[config.mk]
export PLATFORM = sky130hd
export DESIGN_NAME = useq_top
export DESIGN_NICKNAME = d
export VERILOG_FILES = /design/src/useq_pkg.sv /design/src/step_counter.sv /design/src/useq_ctrl.sv /design/src/useq_top.sv /design/src/word_builder.sv
export VERILOG_INCLUDE_DIRS = /design/src
export SDC_FILE = /design/constraint.sdc
export NUM_CORES = 1
export LEC_CHECK = 0
export ABC_AREA = 1
export BUFFER_PORTS_ARGS = -buffer_cell sky130_fd_sc_hd__buf_2
export CAP_MARGIN = 20
export CORE_UTILIZATION = 45
export CTS_CLUSTER_SIZE = 28
export DETAILED_ROUTE_END_ITERATION = 7
export GPL_ROUTABILITY_DRIVEN = 0
export PLACE_DENSITY = 0.73
export SLEW_MARGIN = 20
export SYNTH_ARGS = -nofsm -noshare
export SYNTH_HDL_FRONTEND = slang
export SYNTH_HIERARCHICAL = 1
export SYNTH_SLANG_ARGS = --single-unit
[constraint.sdc]
create_clock -name rst -period 3.85 [get_ports rst]
set_input_delay 0.385 -clock rst [delete_from_list [all_inputs] [get_ports rst]]
set_output_delay 0.385 -clock rst [all_outputs]
set_load 0.05 [all_outputs]
[src/useq_defs.svh]
`ifndef USEQ_DEFS_SVH
`define USEQ_DEFS_SVH

// ************************************************************
// Sequence geometry
// ************************************************************

// Seven words per sequence, counted 0 to 6
`define USEQ_STEP_W    3
`define USEQ_LAST_STEP 6

// Line code within one bank
`define USEQ_LINE_W    3

`endif

[src/useq_pkg.sv]
`default_nettype none

`include "useq_defs.svh"

package useq_pkg;

	typedef enum logic [2:0] {
		IDLE,
		ACK_A,
		ACK_X,
		ACK_B,
		RUN,
		TRAIL
	} ctl_state_t;

	typedef enum logic [2:0] {
		SEQ_A0,
		SEQ_A1,
		SEQ_B0,
		SEQ_B1,
		SEQ_C
	} seq_t;

	// Word emitted after the seven-word body
	typedef enum logic [1:0] {
		TRAIL_NONE,
		TRAIL_RELEASE,
		TRAIL_REPORT,
		TRAIL_STROBE
	} trail_t;

	typedef enum logic [1:0] {
		BANK_NONE,
		BANK_A,
		BANK_B,
		BANK_C
	} bank_t;

	typedef struct packed {
		logic start;     // Ref x7
		logic route_a;   // Ref x6
		logic route_b;   // Ref x5
		logic ext;       // Ref x17
		logic to_bank_a; // Ref x16
	} cmd_t;

	typedef struct packed {
		logic                    ack_a;     // Ref y38
		logic                    ack_x;     // Ref y37
		logic [1:0]              load_pair; // Ref y34 and y35
		logic                    rel;       // Release, ref y36
		logic [2:0]              report;    // Ref y15, y32 and y33
		bank_t                   bank;      // Ref y43, y64 and y50
		logic                    strobe_ab; // Ref y45
		logic                    strobe_c;  // Ref y22
		logic [`USEQ_LINE_W-1:0] line;
	} ctl_word_t;

endpackage

`default_nettype wire

[src/step_counter.sv]
`timescale 1ns/1ps
`default_nettype none

`include "useq_defs.svh"

module step_counter (
	input  logic                    rst,
	input  logic                    clk,
	input  logic                    run,
	output logic [`USEQ_STEP_W-1:0] step,
	output logic                    last
);

	// Wraps to 0 on the edge that leaves the last word, so the next
	// sequence always starts from step 0
	always_ff @(posedge rst or negedge clk)
	begin
		if (!clk)
			step <= '0;
		else if (run && !last)
			step <= step + 1'b1;
		else
			step <= '0;
	end

	assign last = (step == `USEQ_STEP_W'(`USEQ_LAST_STEP));

	a_step_range: assert property (@(posedge rst) disable iff (!clk)
		step <= `USEQ_STEP_W'(`USEQ_LAST_STEP));

endmodule

`default_nettype wire

[src/useq_ctrl.sv]
`timescale 1ns/1ps
`default_nettype none

module useq_ctrl
	import useq_pkg::*;
(
	input  logic       rst,
	input  logic       clk,
	input  cmd_t       cmd,
	input  logic       last,
	output ctl_state_t state,
	output seq_t       seq,
	output trail_t     trail,
	output logic       run
);

	ctl_state_t state_nx;
	seq_t       seq_nx;
	trail_t     trail_nx;

	// ************************************************************
	// Dispatch
	// ************************************************************

	always_comb
	begin
		state_nx = state;
		seq_nx   = seq;
		trail_nx = trail;
		case (state)
			IDLE:
				if (cmd.start)
				begin
					if (cmd.route_a)
						state_nx = ACK_A;
					else if (cmd.route_b)
					begin
						state_nx = ACK_B;
						seq_nx   = SEQ_A1;
						trail_nx = TRAIL_REPORT;
					end
					else
					begin
						state_nx = RUN; // Route C has no ack word
						seq_nx   = SEQ_C;
						trail_nx = TRAIL_STROBE;
					end
				end
			ACK_A:
				if (cmd.ext)
					state_nx = ACK_X;
				else
				begin
					state_nx = RUN;
					seq_nx   = cmd.to_bank_a ? SEQ_A0 : SEQ_B0;
					trail_nx = TRAIL_RELEASE;
				end
			ACK_X:
			begin
				// The extended branch ends without a trailer
				state_nx = RUN;
				seq_nx   = cmd.to_bank_a ? SEQ_A1 : SEQ_B1;
				trail_nx = TRAIL_NONE;
			end
			ACK_B:
				state_nx = RUN;
			RUN:
				if (last)
					state_nx = (trail == TRAIL_NONE) ? IDLE : TRAIL;
			TRAIL:
				state_nx = IDLE;
			default:
				state_nx = IDLE;
		endcase
	end

	always_ff @(posedge rst or negedge clk)
	begin
		if (!clk)
		begin
			state <= IDLE;
			seq   <= SEQ_A0;
			trail <= TRAIL_NONE;
		end
		else
		begin
			state <= state_nx;
			seq   <= seq_nx;
			trail <= trail_nx;
		end
	end

	assign run = (state == RUN);

	// ************************************************************
	// Checks
	// ************************************************************

	a_state_legal: assert property (@(posedge rst) disable iff (!clk)
		state inside {IDLE, ACK_A, ACK_X, ACK_B, RUN, TRAIL});

	// Only route C may close with a final strobe
	a_strobe_trail: assert property (@(posedge rst) disable iff (!clk)
		(state != RUN) ##1 (state == RUN) |-> (trail != TRAIL_STROBE || seq == SEQ_C));

endmodule

`default_nettype wire

[src/useq_top.sv]
`timescale 1ns/1ps
`default_nettype none

`include "useq_defs.svh"

module useq_top
	import useq_pkg::*;
(
	input  logic      rst,
	input  logic      clk,
	input  cmd_t      cmd,
	output ctl_word_t word
);

	ctl_state_t              state;
	seq_t                    seq;
	trail_t                  trail;
	logic                    run;
	logic [`USEQ_STEP_W-1:0] step;
	logic                    last;

	useq_ctrl ctrl0 (
		.rst   (rst),
		.clk   (clk),
		.cmd   (cmd),
		.last  (last),
		.state (state),
		.seq   (seq),
		.trail (trail),
		.run   (run)
	);

	step_counter cnt0 (
		.rst  (rst),
		.clk  (clk),
		.run  (run),
		.step (step),
		.last (last)
	);

	word_builder wb0 (
		.state (state),
		.seq   (seq),
		.trail (trail),
		.step  (step),
		.word  (word)
	);

endmodule

`default_nettype wire

[src/word_builder.sv]
`timescale 1ns/1ps
`default_nettype none

`include "useq_defs.svh"

module word_builder
	import useq_pkg::*;
(
	input  ctl_state_t              state,
	input  seq_t                    seq,
	input  trail_t                  trail,
	input  logic [`USEQ_STEP_W-1:0] step,
	output ctl_word_t               word
);

	logic [`USEQ_STEP_W-2:0]     slot;
	logic [4*`USEQ_LINE_W-1:0]   row;
	logic [`USEQ_LINE_W-1:0]     line_code;
	bank_t                       seq_bank;

	assign slot = step[`USEQ_STEP_W-1:1]; // Index of the select word

	// ************************************************************
	// Line tables
	// ************************************************************

	// Rows list the last select word first
	// Bank A codes 0-3 are lines 44 46 47 48, codes 4-7 are lines 60-63
	always_comb
	begin
		case (seq)
			SEQ_A0:
			begin
				seq_bank = BANK_A;
				row      = {3'd0, 3'd2, 3'd3, 3'd1}; // Lines 46 48 47 44
			end
			SEQ_A1:
			begin
				seq_bank = BANK_A;
				row      = {3'd4, 3'd6, 3'd7, 3'd5}; // Lines 61 63 62 60
			end
			SEQ_B0:
			begin
				seq_bank = BANK_B;
				row      = {3'd2, 3'd3, 3'd1, 3'd0};
			end
			SEQ_B1:
			begin
				seq_bank = BANK_B;
				row      = {3'd4, 3'd6, 3'd7, 3'd5}; // Lines 70 72 71 69
			end
			default:
			begin
				seq_bank = BANK_C;
				row      = {3'd0, 3'd1, 3'd2, 3'd3}; // Lines 59 58 57 56
			end
		endcase
	end

	assign line_code = row[slot*`USEQ_LINE_W +: `USEQ_LINE_W];

	// ************************************************************
	// Word decode
	// ************************************************************

	always_comb
	begin
		word = '0;
		case (state)
			ACK_A: word.ack_a = 1'b1;
			ACK_X: word.ack_x = 1'b1;
			ACK_B: word.load_pair = '1;
			RUN:
				if (!step[0])
				begin
					word.bank = seq_bank;
					word.line = line_code;
				end
				else if (seq == SEQ_C)
					word.strobe_c = 1'b1;
				else
					word.strobe_ab = 1'b1;
			TRAIL:
				case (trail)
					TRAIL_RELEASE: word.rel = 1'b1;
					TRAIL_REPORT:  word.report = '1;
					TRAIL_STROBE:  word.strobe_c = 1'b1;
					default:       word.rel = 1'b0;
				endcase
			default: word.ack_a = 1'b0;
		endcase
	end

	always_comb
	begin
		a_strobe_excl: assert (!(word.strobe_ab && word.strobe_c))
			else $error("strobe_ab and strobe_c both high");
	end

endmodule

`default_nettype wire
==> run summary <==
• **post-route cell area** 0.001018 mm²
• **pin count of the biggest net entering global routing** 12
• **register area** 275.3 µm²
• **layout overhead on the synthesized area** 17.29%
• **first-pass GRT wire length** 3077 µm
• **unrepaired setup endpoints after global routing** false
• **worst setup slack for register-to-register paths** 2490 ps
• **transition time at the pin with the least slew margin** 414.3 ps
• **layout cells sized above 1** 0.3000
• **post-CTS setup buffer count** 0
• **cell at the slowest stage of the critical path** sky130_fd_sc_hd__dfrtp_1
• **initial core utilization** 0.4922
• **CTS HTree Levels** 1
• **Data arrival, critical path** 1740 ps
• **worst reg2reg path depth** 10
• **Global Route Usage Sum** 0.2013
• **maximum fanout encountered on the critical timing path** 10
• **period utilisation layout** 0.5510
• **sequential-to-total area share from yosys stat** 0.3170
• **area occupied by multi-input gates** 469.2 µm²
• **average cell area after synthesis** 6.837 µm²
• **post-DP HPWL** 1497 µm
• **final hold violations** 0
• **run status** finished clean
• **commonest cells after routing, fill and taps aside** 31 x sky130_fd_sc_hd__nand2_1, 21 x sky130_fd_sc_hd__inv_1, 21 x sky130_fd_sc_hd__buf_2
• **residual DRC count** 0
• **floorplan core area** 0.001764 mm²
• **worst path bufs/invs** 1
• **warning count from the yosys run** 6
• **antenna violations before repair** 0
• **required time of the worst setup path** 3460 ps
• **worst setup path category** reg -> out
• **worst min-delay path class** in -> reg
• **number of global-route vias before repair** 708
• **maximum clock path buffer count** 2
• **most common cell after layout, fill and taps aside** sky130_fd_sc_hd__nand2_1
• **hold_ws** 365.9 ps
• **placed inst area** 982.2 µm²
• **# hold bufs at CTS** 1
• **Period minus WS final** 2121 ps
• **category of the worst setup path capture point** primary output
• **reg2reg start** cnt0/step[0]$_DFF_PN0_
• **capturing point of the worst reg2reg path** ctrl0/state[2]$_DFFE_PN0P_
• **count of maximum capacitance violations** 0
• **number of inserted filler cells in the final layout** 181
• **total CTS buffers** 3
• **clock-pin slew of the registers on the worst-case setup and hold paths** 80 ps
• **number of register bits inferred by synthesis** 11
• **Worst setup SP type** flop
• **Total Neg Setup Slack** 0 ps
• **post-DR vias/cell** 4.869
• **total of cells resized after clock tree synthesis** 0
• **Post-DRT Antenna Nets** 0
• **CTS sink cnt** 11
• **logic depth of the worst path, buffers included** 3
• **Final Max Slew Viols** 0
• **Cell Pwr Density** 914.8 mW/mm²
• **detail-routed net length per standard cell** 10.61 µm
• **total number of vias** 852
• **die extent in y** 45.93 µm
• **instance count of the mapped netlist** 127
• **Chip Width** 45.93 µm
• **CTS tree** built
• **max frequency** 471.4 MHz
• **total of buffers placed on input and output ports** 21
• **Synthesized Nets** 136
• **cell type group with the largest total delay on the critical path** flip-flops
• **number of cell rows** 15
• **die area** 0.002109 mm²
• **number of diodes** 0
• **worst clock skew** 3.024 ps
• **beginning of the critical path** ctrl0/state[0]$_DFFE_PN0P_
• **static leakage** 0.5746 nW
• **Clock Root Buffer** sky130_fd_sc_hd__clkbuf_4
• **CP Cell Sequence** nand3_1, nor3_1, buf_2
• **Yosys cell types** 24
• **combined area of all synthesized cells** 868.3 µm²
• **count of pins on the block boundary** 22
• **number of design-rule violations left by the first detailed-router iteration** 38
• **final setup slack of the worst path** 1729 ps
• **worst setup path endpoint** word[9]
• **clock insertion delay at the later pin of the skew report** 270 ps
• **IR drop worst, VDD** 418.0 µV
• **worst slack at placement** 2017 ps
• **setup-violating endpoint count in the final report** 0
• **number of iterations in the first detailed-routing pass** 4
• **largest stage delay on the critical path** 600 ps
• **remaining global-route overflow** 0
• **nets@finish** 160
• **headroom to the max-slew limit** 0.7238
• **Routed Wire Length** 1857 µm
## sequential cells by signal (all words and copies together), names as in the netlist
register and flops:
cnt0/step 3, ctrl0/seq 3, ctrl0/state 3, ctrl0/trail 2
## cell families (layout without fill, tap and decap cells)
family          Yosys count  in the layout  share of synthesized area
flops                    11             11                     0.3170
compound gates           15             15                     0.1081
simple gates             69             69                     0.4035
buf+inv                  30             53                     0.1427
fa+ha+maj                 2              2                    0.02881
## report_power, final
part / leakage [nW] / switching [W] / internal, W / total (W)
logic: 0.418 / 0.000431 / 0.000173 / 0.000605
registers: 0.141 / 0.0000808 / 0.000165 / 0.000246
clock network: 0.0150 / 0.0000411 / 0.0000401 / 0.0000811
total: 0.575 / 0.000553 / 0.000378 / 0.000932
## how the worst min path moves through the flow
stage,start,endpoint,cells after the start
floorplan,clk,cnt0/step[0]$_DFF_PN0_,0
global placement,clk,cnt0/step[0]$_DFF_PN0_,1
detailed placement,clk,cnt0/step[1]$_DFF_PN0_,1
CTS,cmd[0],ctrl0/seq[1]$_DFFE_PN0P_,4
global route,cmd[0],ctrl0/seq[1]$_DFFE_PN0P_,4
finish,cmd[0],ctrl0/seq[1]$_DFFE_PN0P_,4
## layout make-up
class,count,share of cell area
tap,25,0.03071
sequential,11,0.2703
clock buffer,4,0.02580
multi-input combinational,86,0.4607
timing repair buffer,22,0.1130
inverter,27,0.09951
## per-stage QoR
stage / util / power (W) / cells
5_1_grt: 0.5773 / 0.001019 / 175
3_5_place_dp: 0.5567 / 0.0008522 / 170
4_1_cts: 0.5773 / 0.0009383 / 175
2_1_floorplan: - / 0.0007376 / 127
3_3_place_gp: 0.5567 / 0.0008314 / 170
6_report: 0.5773 / 0.0009317 / 175
## worst min-delay path, stage by stage
cell	delay, ps
sky130_fd_sc_hd__buf_2	70
sky130_fd_sc_hd__inv_1	30
sky130_fd_sc_hd__nand2_1	50
sky130_fd_sc_hd__o21ai_1	60
## Yosys cell counts (all sizes together)
master  count  area [µm²]
nand4       2       18.77
clkinv      1       3.750
inv        26       97.60
buf         3       22.52
nand3b      1       7.510
nand2      35       146.4
a21oi       6       41.29
ha          2       25.02
nand3      14       87.59
o21ai       9       52.55
nor3        5       25.02
nor2       12       65.06
dfrtp      11       275.3
## layer usage
metal	wire length (µm)	GRT usage	share of wire
met5	0	0	0
met3	114	0.03175	0.061
met1	832	0.2927	0.45
met2	906	0.3014	0.49
met4	4	0.06471	0.0022
(Power assumes the default switching activity.)
